`config.mk`:
```
export PLATFORM = sky130hd
export DESIGN_NAME = lrelu_requant_stage
export DESIGN_NICKNAME = d
export VERILOG_FILES = /design/src/common/lrelu_pkg.sv /design/src/datapath/lrelu_requant_stage.sv
export SDC_FILE = /design/constraint.sdc
export NUM_CORES = 1
export LEC_CHECK = 0
export BUFFER_PORTS_ARGS = -buffer_cell sky130_fd_sc_hd__buf_4
export CORE_AREA = 4 4 90 92
export CTS_BUF_LIST = sky130_fd_sc_hd__clkbuf_8
export DETAILED_ROUTE_END_ITERATION = 7
export DIE_AREA = 0 0 94 96
export PLACE_DENSITY = 0.74
export SETUP_SLACK_MARGIN = 0.1
export SLEW_MARGIN = 20
export SYNTH_ARGS = -nofsm -noshare
export SYNTH_HDL_FRONTEND = slang
export SYNTH_SLANG_ARGS = --single-unit
```
`constraint.sdc`:
```
create_clock -name clk -period 4.7 [get_ports clk]
set_clock_uncertainty 0.2 [all_clocks]
set_input_delay 1.41 -clock clk [delete_from_list [all_inputs] [get_ports clk]]
set_output_delay 1.41 -clock clk [all_outputs]
set_load 0.1 [all_outputs]
```
`src/common/lrelu_pkg.sv`:
```
package lrelu_pkg;

  // config stream word, carries a scale, a bias or the offset
  localparam int CONFIG_WIDTH = 16;

  typedef logic signed [CONFIG_WIDTH-1:0] config_word_t;

  // scale and alpha are both Q8
  localparam int FRAC_BITS = 8;

  // leaky slope, 26/256 is roughly 0.1
  localparam int LRELU_ALPHA = 26;

  // wide enough for a 30 bit input times a 16 bit scale
  localparam int PROD_WIDTH = 48;

  typedef logic signed [PROD_WIDTH-1:0] prod_t;

  // internal scale down to output scale
  localparam int OUT_SHIFT = 8;

  // user sideband, travels with each beat
  localparam int TUSER_WIDTH = 4;

  typedef logic [TUSER_WIDTH-1:0] user_t;

  // leaky enable flag inside the user sideband
  localparam int I_IS_LRELU = 0;

endpackage
```
`src/datapath/lrelu_requant_stage.sv`:
```
module lrelu_requant_stage import lrelu_pkg::*; #(
  parameter int UNITS      = 4,
  parameter int WORD_WIDTH = 8
) (
  input  logic                        clk,
  input  logic                        rst,
  input  logic                        clken,
  input  logic                        s_valid,
  input  logic                        s_last,
  input  user_t                       s_user,
  input  prod_t [UNITS-1:0]           s_data,
  output logic                        m_valid,
  output logic                        m_last,
  output user_t                       m_user,
  output logic [UNITS*WORD_WIDTH-1:0] m_data
);

  // signed range of the output word
  localparam prod_t OUT_MAX = (prod_t'(1) <<< (WORD_WIDTH - 1)) - prod_t'(1);
  localparam prod_t OUT_MIN = -(prod_t'(1) <<< (WORD_WIDTH - 1));

  logic [UNITS*WORD_WIDTH-1:0] lane_res;

  for (genvar u = 0; u < UNITS; u++) begin : g_lane
    prod_t shifted;
    prod_t clamped;

    assign shifted = s_data[u] >>> OUT_SHIFT;

    always_comb begin
      if (shifted > OUT_MAX) begin
        clamped = OUT_MAX;
      end else if (shifted < OUT_MIN) begin
        clamped = OUT_MIN;
      end else begin
        clamped = shifted;
      end
    end

    assign lane_res[u*WORD_WIDTH +: WORD_WIDTH] = clamped[WORD_WIDTH-1:0];
  end

  always_ff @(posedge clk) begin
    if (rst) begin
      m_valid <= 1'b0;
      m_last  <= 1'b0;
    end else if (clken) begin
      m_valid <= s_valid;
      m_last  <= s_last;
    end
  end

  always_ff @(posedge clk) begin
    if (clken) begin
      m_user <= s_user;
      m_data <= lane_res;
    end
  end

endmodule

```
==> summary.txt <==
Die Height -> 96 µm
CP Max Fanout -> 7
WL met2 -> 4.29 mm
Max cap viols -> 0
Most frequent cells in the layout -> 206 x buf_4, 45 x nor4_1, 36 x nand4_1, 36 x edfxtp_1, 14 x o2bb2ai_1
Share of layout cells above drive strength 1 -> 0.546
Nets -> 605
Sequential element share of the synthesized area -> 0.518
DRC violations left -> 0
Mapped Area -> 2170 µm²
PostCTS Resize Cnt -> 0
Worst-path clk slew -> 0.08 ns
Vias in the first global route -> 2615
Initial Util -> 0.300
Met3 wire length -> 662 µm
Hold Crit Start -> m_last
Router iterations before antenna repair -> 4
Compound-Gate Fraction of Synth Area -> 0.107
Met1 wire length -> 2.64 mm
Fmax achieved -> 332 MHz
Cell area after placement -> 3780 µm²
Drt initial violations -> 74
H-Tree Depth -> 2
RSZ-0062 raised after global routing -> no
Layout area overhead -> 81.5%
# diodes -> 0
Yosys reg bits -> 38
Slowest cell on crit path -> o31ai_1
Pwr Density -> 287 nW/µm²
TritonCTS Buffers -> 5
Via-per-instance ratio -> 5.18
Gp weighted congestion -> 0.846
CTS tree -> built
Clk_lat worst skew -> 0.28 ns
Port-buffer cells -> 206
Final setup viols -> 0
Root buf cell -> clkbuf_8
Final Total Pwr -> 1.13 mW
First-pass GRT wire length -> 11.3 mm
# IOs -> 239
Worst path max stage delay -> 0.66 ns
P_leak -> 1.62 nW
Cts hold-fix bufs -> 0
Final core occ -> 0.545
Xor-xnor portion of the synthesized cell area -> 0
Hpwl dp -> 6.74 mm
Startpoint types -> input port
Final Cell Area -> 3930 µm²
DR vias -> 2612
Largest family of logic cells by synthesized area -> simple AND/OR/NAND/NOR gates
Synth Area in Adders -> 0
Synthesis warning total -> 0
Required @ worst endpoint -> 4.51 ns
Max-Slew Margin vs Limit -> 0.470
Initial antenna violation count -> 0
Critical path capture point type -> flop
Uppermost routed layer -> met4
WL/cell -> 15.3 µm
Post-Syn Nets -> 400
Die Wd -> 94 µm
Cells after Synth -> 199
Core box area -> 7210 µm²
Clk sinks -> 38
Final wirelength -> 7.73 mm
Synth cell types -> 21
Crit path launch -> s_data[89]
Die ar. -> 9020 µm²
Status -> complete, no violations
Final Max Tran Viols -> 0
VDD IR max -> 0.000119 V
Crit path DAT -> 2.82 ns
Worst Max-Slew Pin Slew -> 0.789 ns
Worst Setup Slack, final -> 1.69 ns
Grt ovf -> 0
Final hold vios -> 0
Post-Synth Simple-Gate Area -> 0.327
Pre-CTS setup slack -> 1.36 ns
Setup Fix Bufs, Post-CTS -> 0
Syn avg cell area -> 10.9 µm²
Crit-path cells -> buf_4 -> nor4_1 -> nand4_1 -> o31ai_1 -> a21oi_1
Row cnt -> 31
Hold Path Class -> reg2reg
Tcrit/Tclk final -> 0.641
Critical R2R Launch -> m_valid
Commonest non-fill, non-tap cell in the layout -> buf_4
Post-synthesis mux area share -> 0.00924
GRT Util Overall -> 0.156
Max Buffers Root-to-Sink -> 2
Minimum clock period -> 3.01 ns
Setup TNS -> 0 ns
Post-DRT Antenna Nets -> 0
Crit path kind -> in2reg
Pin count of the biggest net entering global routing -> 39
==> worst paths after layout <==
kind,to,slack [ns],depth (start not counted)
worst max-delay path,m_data[11],1.69,5
worst min-delay path,m_last,0.30,2
worst max register to register,m_valid,3.91,2
worst min register to register,m_last,0.30,2
==> worst max-delay path, delay by kind of cell <==
kind | cells | cell delay, ns
buffers and inverters | 1 | 0.12
and+or+nand+nor | 2 | 0.47
AOI/OAI and AO/OA | 2 | 0.82
==> Yosys cell counts (all sizes together) <==
master        n  area (µm²)
nor4         49         337
nor2          5        18.8
mux2i         2        20.0
o2bb2ai      14         123
or3           3        18.8
inv           8        30.0
edfxtp       36        1080
nand3        11        55.1
nand4        36         225
or4           2        22.5
a2bb2oi       7        61.3
nand2         4        15.0
buf           2        22.5
or2           1        6.26
dlygate4sd1   2        17.5
clkbuf        4        15.0
o31ai         1        7.51
a21oi         8        40.0
dfxtp         2        40.0
nor3          2        10.0
==> layout make-up <==
| type | count | area [µm²] |
|---|---|---|
| fill | 675 | 3280 |
| timing repair buffer | 206 | 1550 |
| sequential | 38 | 1120 |
| multi-input combinational | 145 | 972 |
| tap | 99 | 124 |
| clock buffer | 5 | 68.8 |
| clock inverter | 3 | 68.8 |
| inverter | 8 | 30.0 |
==> registers in the layout, indices dropped and copies added (netlist names) <==
register	count
m_last	1
m_valid	1
m_data	32
m_user	4
==> per-stage QoR <==
step                instances  hold WS [ns]
finish                    504         0.302
global route              504         0.346
CTS                       504         0.308
global placement          496         0.279
floorplan                 199         0.771
detailed placement        496         0.289
==> where the power goes <==
group	total, mW	internal, mW	switching, mW
sequential	0.407	0.400	0.00704
combinational	0.395	0.134	0.261
clock	0.327	0.213	0.114
==> layer usage <==
| metal | up-vias | track usage |
|---|---|---|
| met5 | - | 0 |
| met4 | 0 | 0.0457 |
| met3 | 12 | 0.0383 |
| met2 | 134 | 0.307 |
| met1 | 1189 | 0.163 |
| li1 | 1277 | - |
==> kinds of logic after synthesis <==
family,Yosys count
buffers and inverters,16
multiplexers,2
AND/OR/NAND/NOR,113
AO/OA/AOI/OAI,30
flip-flops,38
(Power assumes the default switching activity.)
