--- config.mk ---
export PLATFORM = sky130hd
export DESIGN_NAME = lrelu_scale_stage
export DESIGN_NICKNAME = d
export VERILOG_FILES = /design/src/common/lrelu_pkg.sv /design/src/datapath/lrelu_scale_stage.sv
export SDC_FILE = /design/constraint.sdc
export NUM_CORES = 2
export LEC_CHECK = 0
export ABC_AREA = 1
export BUFFER_PORTS_ARGS = -buffer_cell sky130_fd_sc_hd__buf_4
export CELL_PAD_IN_SITES_DETAIL_PLACEMENT = 1
export CELL_PAD_IN_SITES_GLOBAL_PLACEMENT = 2
export CORE_ASPECT_RATIO = 1.2
export CORE_MARGIN = 5
export CORE_UTILIZATION = 42
export DETAILED_ROUTE_END_ITERATION = 12
export PLACE_DENSITY_LB_ADDON = 0.1
export RECOVER_POWER = 100
export SKIP_LAST_GASP = 1
export SLEW_MARGIN = 25
export SYNTH_ARGS = -nofsm -noshare
export SYNTH_HDL_FRONTEND = slang
export SYNTH_SLANG_ARGS = --single-unit
--- constraint.sdc ---
create_clock -name clk -period 20.4 [get_ports clk]
set_clock_uncertainty 0.15 [all_clocks]
set_input_delay 4.08 -clock clk [delete_from_list [all_inputs] [get_ports clk]]
set_output_delay 4.08 -clock clk [all_outputs]
set_load 0.01 [all_outputs]
--- src/common/lrelu_pkg.sv ---
package lrelu_pkg;

  // config stream word, carries a scale, a bias or the offset
  localparam int CONFIG_WIDTH = 16;

  typedef logic signed [CONFIG_WIDTH-1:0] config_word_t;

  // scale and alpha are both Q8
  localparam int FRAC_BITS = 8;

  // leaky slope, 26/256 is roughly 0.1
  localparam int LRELU_ALPHA = 26;

  // wide enough for a 30 bit input times a 16 bit scale
  localparam int PROD_WIDTH = 48;

  typedef logic signed [PROD_WIDTH-1:0] prod_t;

  // internal scale down to output scale
  localparam int OUT_SHIFT = 8;

  // user sideband, travels with each beat
  localparam int TUSER_WIDTH = 4;

  typedef logic [TUSER_WIDTH-1:0] user_t;

  // leaky enable flag inside the user sideband
  localparam int I_IS_LRELU = 0;

endpackage
--- src/datapath/lrelu_scale_stage.sv ---
module lrelu_scale_stage import lrelu_pkg::*; #(
  parameter int WORD_WIDTH_ACC = 24,
  parameter int UNITS          = 4
) (
  input  logic                            clk,
  input  logic                            rst,
  input  logic                            clken,
  input  logic                            s_valid,
  input  logic                            s_last,
  input  user_t                           s_user,
  input  logic [UNITS*WORD_WIDTH_ACC-1:0] s_data,
  input  config_word_t                    coef_scale,
  input  config_word_t                    coef_bias,
  output logic                            m_valid,
  output logic                            m_last,
  output user_t                           m_user,
  output prod_t [UNITS-1:0]               m_data
);

  prod_t [UNITS-1:0] lane_res;

  for (genvar u = 0; u < UNITS; u++) begin : g_lane
    prod_t x;
    prod_t prod;

    // lane 0 sits in the low bits
    assign x    = prod_t'(signed'(s_data[u*WORD_WIDTH_ACC +: WORD_WIDTH_ACC]));
    assign prod = x * prod_t'(coef_scale);

    // floor shift drops the Q8 fraction of the scale
    assign lane_res[u] = (prod >>> FRAC_BITS) + prod_t'(coef_bias);
  end

  always_ff @(posedge clk) begin
    if (rst) begin
      m_valid <= 1'b0;
      m_last  <= 1'b0;
    end else if (clken) begin
      m_valid <= s_valid;
      m_last  <= s_last;
    end
  end

  always_ff @(posedge clk) begin
    if (clken) begin
      m_user <= s_user;
      m_data <= lane_res;
    end
  end

endmodule

==> results.txt <==
mux cell area share after synthesis: 0
CP required: 20440 ps
Hold WC Path Type: flip-flop to flip-flop
Worst-Margin Slew: 4100 ps
crit path max-delay cell type: clkbuf_1
DR iter-0 viols: 2835
Mapped Cells: 9270
endpoints failing hold: 0
via count: 57.8k
largest net degree at the start of global routing: 73
Critical Path AT: 16090 ps
Crit Path Category: primary input to flip-flop
top post-synthesis cells by area: fa_1, inv_1, nand2_1
Fmax: 62.3 MHz
asr flop ratio synth: 0
TritonCTS buffer count: 17
routability-driven placement congestion ratio: 0.893
Worst R2R End: m_valid
worst rel slew slack: -1.73
Clock Sink Count: 138
antenna violations before repair: 11
clk slew on worst S/H paths: 70 ps
Critical Path Start: coef_scale[1]
Hold Buf Count CTS: 0
reg-to-reg setup timing slack: 19640 ps
post-synthesis xor/xnor area fraction: 0.0285
Clk Latency, worst-skew pair: 520 ps
EDFF count, synth: 136
synthesized area: 0.0705 mm^2
Max stage delay on crit path: 2990 ps
IO Pins: 335
dpl hpwl: 201 mm
net count reported at finish: 11.4k
per-cell routed wire length: 21.0 um
R2R Path Start: m_valid
Post-Syn Nets: 11.4k
Synth Area in Compound Gates: 0.0536
CTS root buffer: clkbuf_16
Ys Warns: 0
post-synthesis sequential area ratio: 0.0585
die area: 0.176 mm^2
Overflow after GRT: 0
largest family of logic cells by synthesized area: adder cells
Site Rows: 164
max-cap violation count: 5
fin crit share: 0.787
Main synth FF type: edfxtp_1
Syn-to-layout area delta: 5.04%
syn_area_per_cell: 7.60 um^2
PortBufs: 334
Total GRT Usage: 0.282
DRC Markers: 0
setup TNS: 0 ps
Worst path most repeated cell: fa_1
distinct cell type count after synthesis: 48
Synth top cells by count: inv_1, nand2_1, fa_1
failing checks: max-capacitance violations, max-slew violations
worst-path fanout max: 61
Post-CTS Setup Bufs: 0
unrepaired setup endpoints after global routing: no
Yosys reg bits: 138
initial core utilization: 0.423
Yosys top cell by area: fa_1
vias in the first global route: 66.1k
via/cell ratio: 5.02
Die Ht: 459 um
minimum clock period: 16050 ps
top-count cell post-synth: inv_1
Finish-stage setup viols: 0
first-pass iteration count of the detailed router: 5
Max Slew Vio Count: 240
CTS H-Tree Depth: 4
CP Launch Type: primary input
die width: 384 um
crit end category: flip-flop
outcome: complete, but fails checks
share of layout cells above drive strength 1: 0.0253
DRT antenna net count: 0
first-pass GRT wire length: 384 mm
Core ar.: 0.167 mm^2
post-CTS resize count: 0
clock buffer depth: 2
Critical Path Sink: m_data[14]
simple-gate share of the synthesized area: 0.173
post-synth top area share: 0.425
Post-Synth Adder-Cell Area: 0.516
Reg2Reg Depth: 2
drt total wl: 242 mm
CTS tree: done
[metal layers]
metal | up-vias | part of all wire | track usage
met5 | - | 0 | 0
met2 | 1038 | 0.50 | 0.501
met4 | 0 | 0.023 | 0.0644
li1 | 26500 | - | -
met1 | 30100 | 0.44 | 0.376
met3 | 211 | 0.039 | 0.0227
[stage by stage]
| step | setup WS, ps | std cells | hold slack [ps] | utilization | instance area [um^2] |
|---|---|---|---|---|---|
| 6_report | 4350 | 11500 | 316 | 0.444 | 74000 |
| 5_1_grt | 3860 | 11500 | 350 | 0.444 | 74000 |
| 4_1_cts | 7960 | 11500 | 320 | 0.449 | 74800 |
| 3_5_place_dp | 7440 | 11500 | 308 | 0.445 | 74200 |
| 3_3_place_gp | 7320 | 11500 | 300 | 0.445 | 74200 |
| 2_1_floorplan | 9400 | 9270 | 327 | - | 70500 |
[worst min path at each step]
stage | startpoint | to | slack (ps) | depth (start not counted)
final | m_last | m_last | 320 | 2
after global routing | m_last | m_last | 350 | 2
after CTS | m_last | m_last | 320 | 2
after detailed placement | m_last | m_last | 310 | 2
after global placement | m_valid | m_valid | 300 | 2
after floorplan | m_last | m_last | 330 | 2
[critical path: cells and delay by family]
| kind | cells | cell delay (ps) |
|---|---|---|
| fa+ha+maj | 8 | 3970 |
| compound gates | 6 | 1330 |
| xor+xnor | 2 | 1120 |
| simple gates | 5 | 850 |
| buf+inv | 5 | 4610 |
[layout make-up]
| cell class | count | area [um^2] |
|---|---|---|
| multi-input combinational | 6001 | 54300 |
| antenna | 5 | 12.5 |
| clock inverter | 14 | 149 |
| fill | 20900 | 92600 |
| inverter | 2739 | 10300 |
| tap | 2241 | 2800 |
| clock buffer | 18 | 429 |
| timing repair buffer | 353 | 1890 |
| sequential | 138 | 4120 |
[registers in the layout, summed over array words and instances, names as in the netlist]
name     flops
m_last       1
m_data     132
m_user       4
m_valid      1
[cells by family (layout without fill, tap and decap cells)]
family | Yosys count | after routing
AO/OA/AOI/OAI | 663 | 663
XOR/XNOR | 229 | 229
adder cells (fa/ha/maj) | 2008 | 2008
buffers and inverters | 3131 | 3124
flip-flops | 138 | 138
other | 0 | 5
AND/OR/NAND/NOR | 3101 | 3101
[cell usage in the layout (no fill, tap or decap), types with 4 or more instances in the layout]
cell type / netlist / routed
clkinvlp_4: 0 / 5
xnor2_1: 54 / 54
buf_4: 62 / 146
a21oi_1: 270 / 271
clkbuf_4: 0 / 4
edfxtp_1: 136 / 136
nand4_1: 23 / 23
a21o_1: 44 / 44
nand3_1: 170 / 170
nor4_1: 22 / 22
xor2_1: 175 / 175
clkbuf_1: 278 / 204
nand2_2: 7 / 5
and2_0: 0 / 7
o21ai_2: 11 / 8
nand2_1: 2291 / 2293
o21a_1: 12 / 12
nor2_1: 486 / 486
fa_1: 1496 / 1496
ha_1: 512 / 512
clkinv_4: 0 / 4
o21ai_0: 177 / 188
a211oi_1: 4 / 4
nor3_1: 46 / 46
clkbuf_16: 0 / 17
o211ai_1: 10 / 11
diode_2: 0 / 5
or2_2: 28 / 28
inv_1: 2734 / 2734
and3_1: 4 / 4
a31oi_1: 69 / 69
nand2b_1: 7 / 7
inv_2: 4 / 4
a21boi_0: 7 / 8
o21bai_1: 42 / 42
Power is not shown: default switching activity piles up to over one toggle a cycle in this logic, so the estimate is an artifact.
