`src/common/lrelu_pkg.sv`:
```
package lrelu_pkg;

  // config stream word, carries a scale, a bias or the offset
  localparam int CONFIG_WIDTH = 16;

  typedef logic signed [CONFIG_WIDTH-1:0] config_word_t;

  // scale and alpha are both Q8
  localparam int FRAC_BITS = 8;

  // leaky slope, 26/256 is roughly 0.1
  localparam int LRELU_ALPHA = 26;

  // wide enough for a 30 bit input times a 16 bit scale
  localparam int PROD_WIDTH = 48;

  typedef logic signed [PROD_WIDTH-1:0] prod_t;

  // internal scale down to output scale
  localparam int OUT_SHIFT = 8;

  // user sideband, travels with each beat
  localparam int TUSER_WIDTH = 4;

  typedef logic [TUSER_WIDTH-1:0] user_t;

  // leaky enable flag inside the user sideband
  localparam int I_IS_LRELU = 0;

endpackage
```
`src/datapath/lrelu_act_stage.sv`:
```
module lrelu_act_stage import lrelu_pkg::*; #(
  parameter int UNITS = 4
) (
  input  logic              clk,
  input  logic              rst,
  input  logic              clken,
  input  logic              s_valid,
  input  logic              s_last,
  input  user_t             s_user,
  input  prod_t [UNITS-1:0] s_data,
  input  config_word_t      coef_offset,
  output logic              m_valid,
  output logic              m_last,
  output user_t             m_user,
  output prod_t [UNITS-1:0] m_data
);

  prod_t [UNITS-1:0] lane_res;
  logic              is_lrelu;

  // leaky only when the beat asks for it
  assign is_lrelu = s_user[I_IS_LRELU];

  for (genvar u = 0; u < UNITS; u++) begin : g_lane
    prod_t sloped;
    prod_t act;

    assign sloped = (s_data[u] * prod_t'(LRELU_ALPHA)) >>> FRAC_BITS;

    // sign bit picks the slope, positives pass as is
    assign act = (is_lrelu && s_data[u][PROD_WIDTH-1]) ? sloped : s_data[u];

    assign lane_res[u] = act + prod_t'(coef_offset);
  end

  always_ff @(posedge clk) begin
    if (rst) begin
      m_valid <= 1'b0;
      m_last  <= 1'b0;
    end else if (clken) begin
      m_valid <= s_valid;
      m_last  <= s_last;
    end
  end

  always_ff @(posedge clk) begin
    if (clken) begin
      m_user <= s_user;
      m_data <= lane_res;
    end
  end

endmodule

```
`config.mk`:
```
export PLATFORM = sky130hd
export DESIGN_NAME = lrelu_act_stage
export DESIGN_NICKNAME = d
export VERILOG_FILES = /design/src/common/lrelu_pkg.sv /design/src/datapath/lrelu_act_stage.sv
export SDC_FILE = /design/constraint.sdc
export NUM_CORES = 2
export LEC_CHECK = 0
export BUFFER_PORTS_ARGS = -buffer_cell sky130_fd_sc_hd__buf_2
export CORE_MARGIN = 2
export CORE_UTILIZATION = 50
export DETAILED_ROUTE_END_ITERATION = 7
export PLACE_DENSITY = 0.7
export SLEW_MARGIN = 0
export SYNTH_ARGS = -nofsm -noshare
export SYNTH_HDL_FRONTEND = slang
export SYNTH_SLANG_ARGS = --single-unit
```
`constraint.sdc`:
```
create_clock -name clk -period 12.3 [get_ports clk]
set_input_delay 1.23 -clock clk [delete_from_list [all_inputs] [get_ports clk]]
set_output_delay 1.23 -clock clk [all_outputs]
set_load 0.1 [all_outputs]
```
==> results by stage <==
Run status:
- The run finished with clean final reports.

Clock network:
- The number of buffers created by CTS is 17.
- The post-CTS repair timing setup buffer count is 0.
- At the later pin of the worst-skew pair, clock insertion delay measures 500 ps.
- The maximum root-to-sink buffer count is 2.
- The clock net sink count is 198.
- TritonCTS built the clock tree.
- The count of hold buffers inserted by post-cts repair is 0.
- The clock tree synthesis step divided the H-tree into 4 levels.
- The tree is rooted in a clkbuf_16.
- The count of instances resized after the clock tree is built is 0.
- The clock transition time at the flip-flop clock pins of the worst setup and hold paths is 90 ps.

Cells and area:
- The area overhead of the layout relative to synthesis is 10.6%.
- The share of layout cells above drive strength 1 is 11.1%.
- The final standard cell area without fillers is 38500 µm².
- The area of the multi-input gates is 25400 µm².
- Once layout is complete, the cells apart from fillers number 5420.
- Fill cells in the final layout number 6486.
- For this run, the post-layout net count is 5565.
- In the final layout, flip-flops and latches occupy 5930 µm².

Global route:
- The layer with the highest usage after global routing is met2.
- The via count of the first global-routing pass is 28100.
- For this run, the total global-route usage over all layers was measured as 25.5%.
- Global routing consumed, on the met1 layer, 34.8% of the routing resources.
- In the global route stage, met2 resource usage came out at 41.5%.
- The number of antenna violations at the first check in global routing is 19.
- For this run, global-route usage on met3 was measured as 5.06%.
- After global routing the overflow that remains totals 0.
- The global-route wire length before repair is 145 mm.
- The maximum number of pins on one net before global-route repair is 87.

Route:
- The number of remaining DRC errors is 0.
- The number of design-rule violations left by the first detailed-router iteration is 1617.
- The total length of routed wires is 91.0 mm.
- Dividing the detail-routed wire length by the instance count gives 16.8 µm.
- The number of iterations in the first detailed-routing pass is 5.
- The post-detailed-route count of antenna-violating nets is 0.
- The detailed router placed 29200 vias in this run.
- The via-per-instance ratio is 5.38.

Placement:
- During placement, the flow inserted port buffers numbering 414.
- The total half-perimeter wirelength after legalization and detailed placement is 75.5 mm.
- After detailed placement, the design holds a cell count of 5380.
- The weighted congestion reported at the end of routability-driven placement is 0.916.
- Once placement finished, the instance area stood at 37800 µm².

Logic synthesis:
- The average instance in the mapped netlist occupies 8.48 µm².
- The count of mapped cells out of synthesis is 4099.
- The number of synthesized flops with an enable pin is 196.
- The most used flip-flop cell after synthesis is edfxtp_1.
- Synthesis inferred 198 register bits.
- Sorting the synthesized cells by how often they occur yields 836 x inv_1, 712 x ha_1, 283 x nand2_1.
- The biggest area consumer among synthesized cells is ha_1.
- The count of distinct cell types in the synthesized netlist is 86.
- The number of nets handed over by synthesis was 5196.
- By area the synthesized netlist is led by ha_1 26%, edfxtp_1 17%, fa_1 9.7%.
- The post-synthesis instance area is 34800 µm².
- The most common cell in the netlist is inv_1.
- The Yosys warning count is 0.
- Of all flip-flops after synthesis, the portion carrying an async set or reset was 0%.
- The area share of the leading cell type in the synthesized netlist is 25.6%.
- Sequential cells were found to cover 17.0% of the synthesized design area.

Die:
- From left edge to right edge, the die measures 268 µm.
- The floorplan step defined a die boundary enclosing 71700 µm².
- The number of placed I/O pins is 415.
- The core area is 68700 µm².
- The floorplan die height is 268 µm.
- Once the floorplan was initialized, standard cells occupied 50.6% of the core.
- The number of cell rows is 96.

Flow run:
- The number of max-capacitance violations reported is 0.

Power:
- The power density normalized to cell area is 172 nW/µm².
- The peak supply drop is 0.183 mV.
- In this run the static leakage power is 20.7 nW.

Critical path:
- The type of destination of the critical path is a flip-flop.
- The slowest stage of the critical path is the o41ai_2 cell.
- The required time reported for the critical path endpoint is 12560 ps.
- The worst setup path is of the in2reg kind.
- The data arrival time at the worst-slack endpoint is 8190 ps.
- The largest fanout on the critical path is 7.
- The startpoint type of the worst setup path is an input port.
- The maximum cell stage delay along the critical path is 620 ps.

Timing:
- The number of hold-slack violations in the final timing report is 0.
- The final setup violation count is 0.
- Based on the critical path, the design can be clocked at up to 0.126 GHz.
- The worst clock skew on the final layout is 0 ps.
- The worst pin sits at a relative slew slack of 30.7%.
- Setup repair after global routing left no endpoint under its margin.
- The worst path uses 64.4% of the clock period.
- The max-slew violation count came to 0.
- The measured slew at the worst slew-check pin is 1040 ps.
- The total negative slack is 0 ps.
- After layout, the minimum clock period comes to 7930 ps.

Hold path:
- The worst hold path belongs to the class reg2reg.
registers in the layout, summed over array words and instances, names as in the netlist:
name     cells
m_valid      1
m_data     192
m_last       1
m_user       4
cells by family (layout without fill, tap and decap cells):
group	Yosys count	count (layout)	synth area share [%]
AO/OA/AOI/OAI	1057	1057	19.4
buffers and inverters	910	1292	9.84
adder cells (fa/ha/maj)	880	880	35.3
AND/OR/NAND/NOR	697	697	9.41
XOR/XNOR	347	347	8.74
flip-flops	198	198	17.0
multiplexers	10	10	0.306
other	0	8	0
area by class of cell:
cell class,instances,share of cell area [%]
Multi-Input combinational cell,2991,66.1
Sequential cell,198,15.4
Inverter,837,8.17
Timing Repair Buffer,423,5.60
Tap cell,931,3.03
Clock buffer,17,1.11
Clock inverter,15,0.507
Antenna cell,8,0.0520
layer usage:
metal | up-vias | share of wire [%]
li1 | 14800 | -
met1 | 13600 | 46
met2 | 630 | 45
met3 | 99 | 6.2
met4 | 26 | 2.0
met5 | - | 0.17
final timing paths:
| path | start | to | slack (ps) | depth (start not counted) |
|---|---|---|---|---|
| worst max-delay path | s_data[3] | m_data[46] | 4370 | 30 |
| worst min-delay path | m_valid | m_valid | 500 | 2 |
| worst max register to register | m_last | m_last | 11700 | 2 |
| worst min register to register | m_valid | m_valid | 500 | 2 |
per-stage QoR:
stage	hold WS, ps	worst slack (ps)	power (mW)	utilization [%]
after floorplan	971	4980	5.06	-
final	500	4370	6.63	56.0
after global placement	472	4060	5.96	55.1
after global routing	533	3930	7.13	56.0
after CTS	505	4500	6.65	56.0
after detailed placement	482	3960	6.00	55.1
power breakdown:
| group | internal (mW) | leakage (nW) | total [mW] | switching (mW) |
|---|---|---|---|---|
| Combinational | 1.49 | 18.4 | 4.90 | 3.41 |
| Clock | 0.279 | 0.295 | 0.610 | 0.332 |
| Sequential | 1.05 | 1.94 | 1.12 | 0.0737 |
layout by cell type (no fill, tap or decap), types with 6 or more instances in the layout:
cell type  synthesis  layout
a211o_1            7       7
o211ai_1          13      13
nor4_1             9       9
a311oi_1           7       7
o21ai_0          236     236
nor2b_1           39      39
clkinv_8           0       6
buf_4              0       9
ha_1             712     712
inv_1            836     836
clkbuf_16          0      17
or3_1              8       8
a221o_1            7       7
nand4_1           44      44
buf_2              3     412
diode_2            0       8
o31ai_1           19      19
nand2_1          283     279
o31a_1             7       7
a21o_1           211     211
and4_1            11      11
nor2_1           135     135
a221oi_1          14      14
o22ai_1           12      12
nand2b_1          29      29
and2_1            15      15
a31oi_1           17      17
a21oi_1          280     280
edfxtp_1         196     196
fa_1             168     168
nor3_1            25      25
xnor2_1          213     213
o21a_1            35      35
a211oi_1          26      26
xor2_1           134     134
and3_1            23      23
o21bai_1          36      36
o21ai_1           53      53
nand3_1           56      56
critical path: cells and delay by family:
kind	cells	cell delay, ps
AO/OA/AOI/OAI	20	4410
XOR/XNOR	2	270
adder cells (fa/ha/maj)	5	1650
buffers and inverters	1	130
AND/OR/NAND/NOR	2	480
Note: power is estimated with default switching activity, not from simulation.
