<file path="src/common/lrelu_pkg.sv">
package lrelu_pkg;

  // config stream word, carries a scale, a bias or the offset
  localparam int CONFIG_WIDTH = 16;

  typedef logic signed [CONFIG_WIDTH-1:0] config_word_t;

  // scale and alpha are both Q8
  localparam int FRAC_BITS = 8;

  // leaky slope, 26/256 is roughly 0.1
  localparam int LRELU_ALPHA = 26;

  // wide enough for a 30 bit input times a 16 bit scale
  localparam int PROD_WIDTH = 48;

  typedef logic signed [PROD_WIDTH-1:0] prod_t;

  // internal scale down to output scale
  localparam int OUT_SHIFT = 8;

  // user sideband, travels with each beat
  localparam int TUSER_WIDTH = 4;

  typedef logic [TUSER_WIDTH-1:0] user_t;

  // leaky enable flag inside the user sideband
  localparam int I_IS_LRELU = 0;

endpackage
</file>
<file path="src/config/lrelu_config_loader.sv">
module lrelu_config_loader import lrelu_pkg::*; #(
  parameter int MEMBERS = 4
) (
  input  logic         clk,
  input  logic         rst,
  input  logic         clken,
  input  logic         config_clear,
  input  logic         config_valid,
  input  config_word_t config_data,
  input  logic         s_valid,
  output logic         config_full,
  output config_word_t coef_scale,
  output config_word_t coef_bias,
  output config_word_t coef_offset
);

  // scale table, bias table, then one offset word
  localparam int CONFIG_WORDS = 2 * MEMBERS + 1;
  localparam int CNT_WIDTH    = $clog2(CONFIG_WORDS + 1);
  localparam int PTR_WIDTH    = (MEMBERS > 1) ? $clog2(MEMBERS) : 1;

  logic [CNT_WIDTH-1:0] count;
  logic [PTR_WIDTH-1:0] ptr;
  logic                 clear;
  logic                 take;
  config_word_t         scale_tab [MEMBERS];
  config_word_t         bias_tab  [MEMBERS];
  config_word_t         offset;

  assign clear = clken && config_clear;

  // words after the offset are dropped until the next clear
  assign take = clken && config_valid && !config_clear && !config_full;

  // counter stops at CONFIG_WORDS, which is the full state
  always_ff @(posedge clk) begin
    if (rst || clear) begin
      count <= '0;
    end else if (take) begin
      count <= count + 1'b1;
    end
  end

  assign config_full = (count == CNT_WIDTH'(CONFIG_WORDS));

  // word k lands in scale[k], then bias[k - MEMBERS], then offset
  always_ff @(posedge clk) begin
    if (rst) begin
      for (int m = 0; m < MEMBERS; m++) begin
        scale_tab[m] <= '0;
        bias_tab[m]  <= '0;
      end
      offset <= '0;
    end else if (take) begin
      for (int m = 0; m < MEMBERS; m++) begin
        if (count == CNT_WIDTH'(m)) begin
          scale_tab[m] <= config_data;
        end
        if (count == CNT_WIDTH'(MEMBERS + m)) begin
          bias_tab[m] <= config_data;
        end
      end
      if (count == CNT_WIDTH'(2 * MEMBERS)) begin
        offset <= config_data;
      end
    end
  end

  // cyclic read pointer, one channel per accepted data beat
  always_ff @(posedge clk) begin
    if (rst || clear) begin
      ptr <= '0;
    end else if (clken && s_valid) begin
      if (ptr == PTR_WIDTH'(MEMBERS - 1)) begin
        ptr <= '0;
      end else begin
        ptr <= ptr + 1'b1;
      end
    end
  end

  // combinational, so the beat at the input sees its own channel
  assign coef_scale  = scale_tab[ptr];
  assign coef_bias   = bias_tab[ptr];
  assign coef_offset = offset;

endmodule

</file>
<file path="config.mk">
export PLATFORM = sky130hd
export DESIGN_NAME = lrelu_config_loader
export DESIGN_NICKNAME = d
export VERILOG_FILES = /design/src/common/lrelu_pkg.sv /design/src/config/lrelu_config_loader.sv
export SDC_FILE = /design/constraint.sdc
export NUM_CORES = 1
export LEC_CHECK = 0
export BUFFER_PORTS_ARGS = -buffer_cell sky130_fd_sc_hd__clkbuf_2
export CAP_MARGIN = 20
export CORE_MARGIN = 2
export CORE_UTILIZATION = 45
export DETAILED_ROUTE_END_ITERATION = 10
export PLACE_DENSITY = 0.63
export SLEW_MARGIN = 5
export SYNTH_ARGS = -nofsm -noshare
export SYNTH_HDL_FRONTEND = slang
export SYNTH_SLANG_ARGS = --single-unit
</file>
<file path="constraint.sdc">
create_clock -name clk -period 3.25 [get_ports clk]
set_clock_uncertainty 0.1 [all_clocks]
set_input_delay 0.4875 -clock clk [delete_from_list [all_inputs] [get_ports clk]]
set_output_delay 0.4875 -clock clk [all_outputs]
set_load 0.05 [all_outputs]
</file>
==> results.md, run 1 <==
- Hold-fix buffers, CTS: 0
- Hold Crit Endpoint: ptr[1]
- Starting Density: 46.3%
- Crit path max-delay family: multiplexers
- Worst-path maximum fanout: 32
- Number of clock sinks: between 150 and 200
- # IOs: 71
- Total gr overflow: 0
- Die height: 127 µm
- Setup TNS: 0 ps
- Max incr delay on CP: 590 ps
- Final setup fails: 0
- CTS buffer count: 17
- Clk slew on worst S/H paths: 60 ps
- Fin nets: 542
- Critical R2R Capture: bias_tab[3][9]
- RSZ-0062 raised after global routing: no
- Worst reg-to-reg setup slack: 1030 ps
- Metal-1 WL: 6.20 mm
- Distinct cells, synth: 34
- Minimum clock period after layout: approximately 2500 ps
- #FFs+latches synth: 152
- Iteration-0 DRC Markers: 280
- H-tree lvl count: 4
- First-pass GRT wire length: 21.5 mm
- Post-CTS sizing: 0
- Final Wtd Congestion: 0.744
- Gr usage total: between 10% and 20%
- Post-Syn Area: 6770 µm²
- Lkg Pwr: 2.94 nW
- Critical-path top delay cell: mux4_2
- Proportion of layout cells with a drive suffix above 1: 28.2%
- Post-DRT Antenna Nets: 0
- Worst Setup Start Kind: register
- Pin count of the biggest net entering global routing: 34
- Combinational share of power: 7.7%
- Drt via density: 5.17
- Slew Limit Fails: 0
- Critical Path RT: roughly 2700 ps
- Clock network power share: 42.2%
- Part of the Yosys area used for sequential elements: 63.8%
- DR pass1 iterations: 4
- Crit-path cells: buf_12 > mux4_2 > clkbuf_2
- Hold_sp: s_valid
- Drt drc: 0
- Setup bufs post-CTS: 0
- CTS tree: done
- Vias in the first global route: 3851
- Max Buffers Root-to-Sink: 2
- Port bufs: 70
- Flop pwr share: 50.1%
- Met2 wire len: 6.75 mm
- Worst setup EP type: output pin
- Vias: 3678
- Non-Filler Instances: ~700
- Ant. Diodes: 0
- Relative slew slack: 44.4%
- Clk root buf: clkbuf_16
- Top Layer Used: met4
- Crit path DAT: about 1900 ps
- Final period util: roughly 77%
- Fin. Hold Viols: 0
- Worst skew pair latency: 410 ps
- Max cap viols: 0
- Syn Area/Cell: 15.4 µm²
- Switch share: between 20 and 25%
- Num rows: 44
- Count of yosys warnings during synthesis: 0
- Syn Nets: 468
- WL met3: 583 µm
- PD cells: 557 nW/µm²
- Die X: 127 µm
- Hold depth: 3
- Mapped Cells: 441
- Placed insts: a little under 700
- WL per Instance: 19.2 µm
- Maximum vdd drop: 0.424 mV
- Post-DP HPWL: 8.83 mm
- Crit path kind: register to output pin
- F_max: 0.402 GHz
- Area Overhead vs Synth: 15.7%
- Die ar.: 16100 µm²
- Hold Path Class: input port to register
- Initial antenna violation count: 0
- P_int: 3.38 mW
- Status: completed
- Sw Pwr: 986 µW
- Worst-Margin Slew: 828 ps
- Total wire length: 13.7 mm
- Core area: 14600 µm²
- Worst R2R Start: count[1]
- Reg2reg path depth: 5
- CP bufs+invs: 2
-- cell usage in the layout (no fill, tap or decap), types with 2 or more instances in the layout --
master,Yosys,final
and2_1,128,128
edfxtp_1,128,128
clkbuf_2,0,70
nand2_1,37,37
mux4_2,32,32
dfxtp_1,24,23
mux2i_1,17,17
clkbuf_16,0,17
buf_4,3,7
a21o_1,5,5
clkinv_1,1,5
a21oi_1,5,5
ha_1,5,5
nor2_1,4,4
nor4b_4,4,4
clkbuf_1,8,4
inv_1,3,3
o21ai_0,4,3
clkinv_2,0,3
o31ai_2,0,2
nor2_2,2,2
nand3_1,2,2
nor4_4,2,2
or3_1,2,2
bufinv_16,0,2
-- area by class of cell --
type	instances	area (µm²)
Fill cell	1194	6810
Inverter	4	15.0
Timing Repair Buffer	78	423
Tap cell	184	230
Sequential cell	152	4330
Clock buffer	21	440
Clock inverter	11	106
Multi-Input combinational cell	262	2300
-- worst max path at each step --
stage / startpoint / endpoint / slack, ps / cells after the start
4_1_cts: register / coef_bias[1] / 720 / 3
5_1_grt: register / coef_bias[1] / 690 / 3
3_5_place_dp: config_clear / scale_tab[3][10] / 790 / 4
3_3_place_gp: config_clear / scale_tab[3][7] / 870 / 4
2_1_floorplan: config_clear / bias_tab[3][0] / 440 / 3
6_report: register / coef_bias[4] / 760 / 3
-- routing by layer --
layer | GRT usage [%] | vias to the layer above
met3 | 3.54 | 12
met5 | 0 | -
met2 | 29.4 | 91
met4 | 6.79 | 0
met1 | 24.5 | 1819
li1 | - | 1756
-- logic make-up after synthesis --
logic type / Yosys count / synth area share [%]
AO/OA/AOI/OAI: 18 / 1.66
AND/OR/NAND/NOR: 190 / 18.0
adder cells (fa/ha/maj): 5 / 0.924
multiplexers: 49 / 13.2
buffers and inverters: 27 / 2.40
flip-flops: 152 / 63.8
-- stage by stage --
stage	worst slack (ps)	util [%]	hold slack [ps]	total power, mW	cell area [µm²]
after floorplan	444	-	354	2.46	6770
after global placement	865	49.8	341	2.56	7290
after detailed placement	786	49.8	346	2.57	7290
after CTS	719	53.5	244	4.41	7840
after global routing	688	53.5	265	4.50	7840
final	761	53.5	257	4.37	7840
-- worst min-delay path: stages --
cell      delay, ps
clkbuf_2         90
nand3_1          70
a21oi_1          70
-- power by group through the flow --
stage / Combinational, mW / Clock [mW] / Sequential, mW
finish: 0.337 / 1.84 / 2.19
global placement: 0.337 / 0 / 2.23
detailed placement: 0.342 / 0 / 2.23
global route: 0.358 / 1.95 / 2.19
CTS: 0.343 / 1.88 / 2.19
floorplan: 0.236 / 0 / 2.22
-- cells in the mapped netlist --
cell type	instances	area share (%)
and2_1	128	12
edfxtp_1	128	57
and3b_4	1	0.18
or3b_4	1	0.17
a21oi_1	5	0.37
or3_4	1	0.17
nand2_1	37	2.1
dfxtp_1	24	7.1
buf_4	3	0.33
a21o_1	5	0.55
buf_1	2	0.11
nor2_1	4	0.22
nor4b_4	4	1.4
nand4b_1	1	0.13
mux2i_1	17	2.5
ha_1	5	0.92
buf_6	6	1.0
or3_1	2	0.18
mux4_2	32	11
or4_1	1	0.11
inv_1	3	0.17
o211ai_1	1	0.11
o31ai_1	3	0.33
nor3_1	1	0.074
clkbuf_1	8	0.44
buf_2	4	0.30
clkinv_1	1	0.055
nand2b_1	1	0.092
o21ai_0	4	0.30
nor2_2	2	0.18
nor4_4	2	0.63
nand3_1	2	0.15
nand3b_4	1	0.30
nand4bb_1	1	0.17
-- state kept, by name (all words and copies together) (netlist names), named ones only --
name / cells
count: 4
scale_tab: 64
bias_tab: 64
coef_offset: 16
ptr: 2
Power figures use the tool's default switching activity.
==> inputs of run 2 (changes only) <==
==> constraint.sdc (replaced) <==
create_clock -name clk -period 2.5 [get_ports clk]
set_clock_uncertainty 0.1 [all_clocks]
set_input_delay 0.375 -clock clk [delete_from_list [all_inputs] [get_ports clk]]
set_output_delay 0.375 -clock clk [all_outputs]
set_load 0.05 [all_outputs]
==> run 2 against run 1 <==
Effect of this change:
- sequential cell count unchanged
- register-to-register slack worse by 680 ps
- final cell count is 1.7% higher
- core utilization rose by 1.1 points
- power is 32% higher
- sequential share of layout area fell by 1.1 points
- via count grew 2.6%
- sequential power is 30% higher
- first-iteration DRC count is 8.9% lower
- critical endpoint is now coef_bias[2]
- final area is 2.0% higher
- critical path depth did not move
==> results.md, run 2 (synthesis gave the netlist of run 1 again) <==
- Placed insts: 692
- Drt drc: 0
- Max cap viols: 0
- Multi-input logic area: 2300 µm²
- First-pass GRT wire length: 22.3 mm
- H-tree lvl count: 4
- Fin. Hold Viols: 0
- Slew Limit Fails: 0
- CTS tree: done
- Vias: 3773
- Pin count of the biggest net entering global routing: 33
- Crit-path cells: buf_12 > mux4_2 > clkbuf_2
- Port bufs: 70
- Drt via density: approximately 5.2
- Fillers: 1216
- Relative slew slack: between 40 and 50%
- Starting Density: 46.3%
- Proportion of layout cells with a drive suffix above 1: a little under a third
- Worst-path maximum fanout: 32
- Final setup fails: 0
- Tot Pwr: roughly 5.8 mW
- Worst skew pair latency: 420 ps
- Setup TNS: 0 ps
- Number of clock sinks: 152
- Maximum vdd drop: 0.534 mV
- FF/Latch Area: 4330 µm²
- Lkg Pwr: 3.03 nW
- Final Wtd Congestion: 0.743
- Hold Path Class: input port to register
- Initial antenna violation count: 0
- Non-Filler Instances: about 720
- Commonest non-fill, non-tap cells in the layout: and2_1 (128), edfxtp_1 (128), clkbuf_2 (70), nand2_1 (37), mux4_2 (32)
- WL per Instance: roughly 19 µm
- Post-CTS sizing: 0
- Num rows: 44
- RSZ-0062 raised after global routing: no
- Core area: 14600 µm²
- Total gr overflow: 0
- Die X: 127 µm
- Hold-fix buffers, CTS: 0
- Post-place setup slack: approximately 340 ps
- Post-DP HPWL: ~9.0 mm
- Max incr delay on CP: roughly 590 ps
- Die height: around 130 µm
- Setup bufs post-CTS: 0
- Total wire length: 13.9 mm
- PD cells: 722 nW/µm²
- # IOs: 71
- Critical-path top delay cell: mux4_2
- Ant. Diodes: 0
- CTS buffer count: 17
- Area Overhead vs Synth: 18.0%
- Final period util: 94.8%
- Fin nets: ~550
- Clk slew on worst S/H paths: 60 ps
- Worst-Margin Slew: between 800 and 900 ps
- Vias in the first global route: 3985
- Crit path kind: register to output pin
- Worst setup EP type: output pin
- Die ar.: 16100 µm²
- Critical Path RT: 2030 ps
- F_max: ~0.42 GHz
- Minimum clock period after layout: 2370 ps
- Post-DRT Antenna Nets: 0
- Worst Setup Start Kind: register
- Gr usage total: 18.8%
- DR pass1 iterations: 4
- Iteration-0 DRC Markers: 255
- Crit path DAT: 1900 ps
- Worst hold margin: 144 ps
- PnR worst setup slack: 129 ps
- Max Buffers Root-to-Sink: 2
- Status: completed
- Clk root buf: clkbuf_16
-- run 2: metal layers --
layer | share of wire, % | GRT usage [%]
met5 | 0 | 0
met4 | 1.6 | 6.21
met3 | 3.7 | 4.39
met2 | 50 | 31.0
met1 | 45 | 25.0
-- run 2: path summary, 6_finish.rpt --
check / from / to / slack (ps) / depth (start not counted)
worst max-delay path: register / coef_bias[2] / 130 / 3
worst min-delay path: s_valid / ptr[1] / 140 / 3
worst max register to register: count[1] / scale_tab[1][5] / 350 / 5
worst min register to register: coef_offset[4] / coef_offset[4] / 360 / 2
-- run 2: per-stage QoR --
stage / utilization (%) / cell area, µm²
final: 54.6 / 8000
after global routing: 54.6 / 8000
after CTS: 54.6 / 8000
after detailed placement: 50.6 / 7410
after global placement: 50.6 / 7410
after floorplan: - / 6780
-- run 2: where the power goes --
group	internal, mW	switching (mW)	leakage [nW]
Clock	1.50	0.982	0.286
Combinational	0.135	0.317	1.23
Sequential	2.82	0.0231	1.52
-- run 2: cell type report --
class / instances / area share, %
multi-input combinational: 262 / 28.7
inverter: 4 / 0.188
clock buffer: 22 / 6.62
clock inverter: 10 / 0.751
tap: 184 / 2.88
sequential: 152 / 54.1
timing repair buffer: 90 / 6.73
-- run 2: critical path, delay by kind of cell (launching register included) --
kind     cells  cell delay [ps]
mux          1              590
buf+inv      2              540
flops        1              340
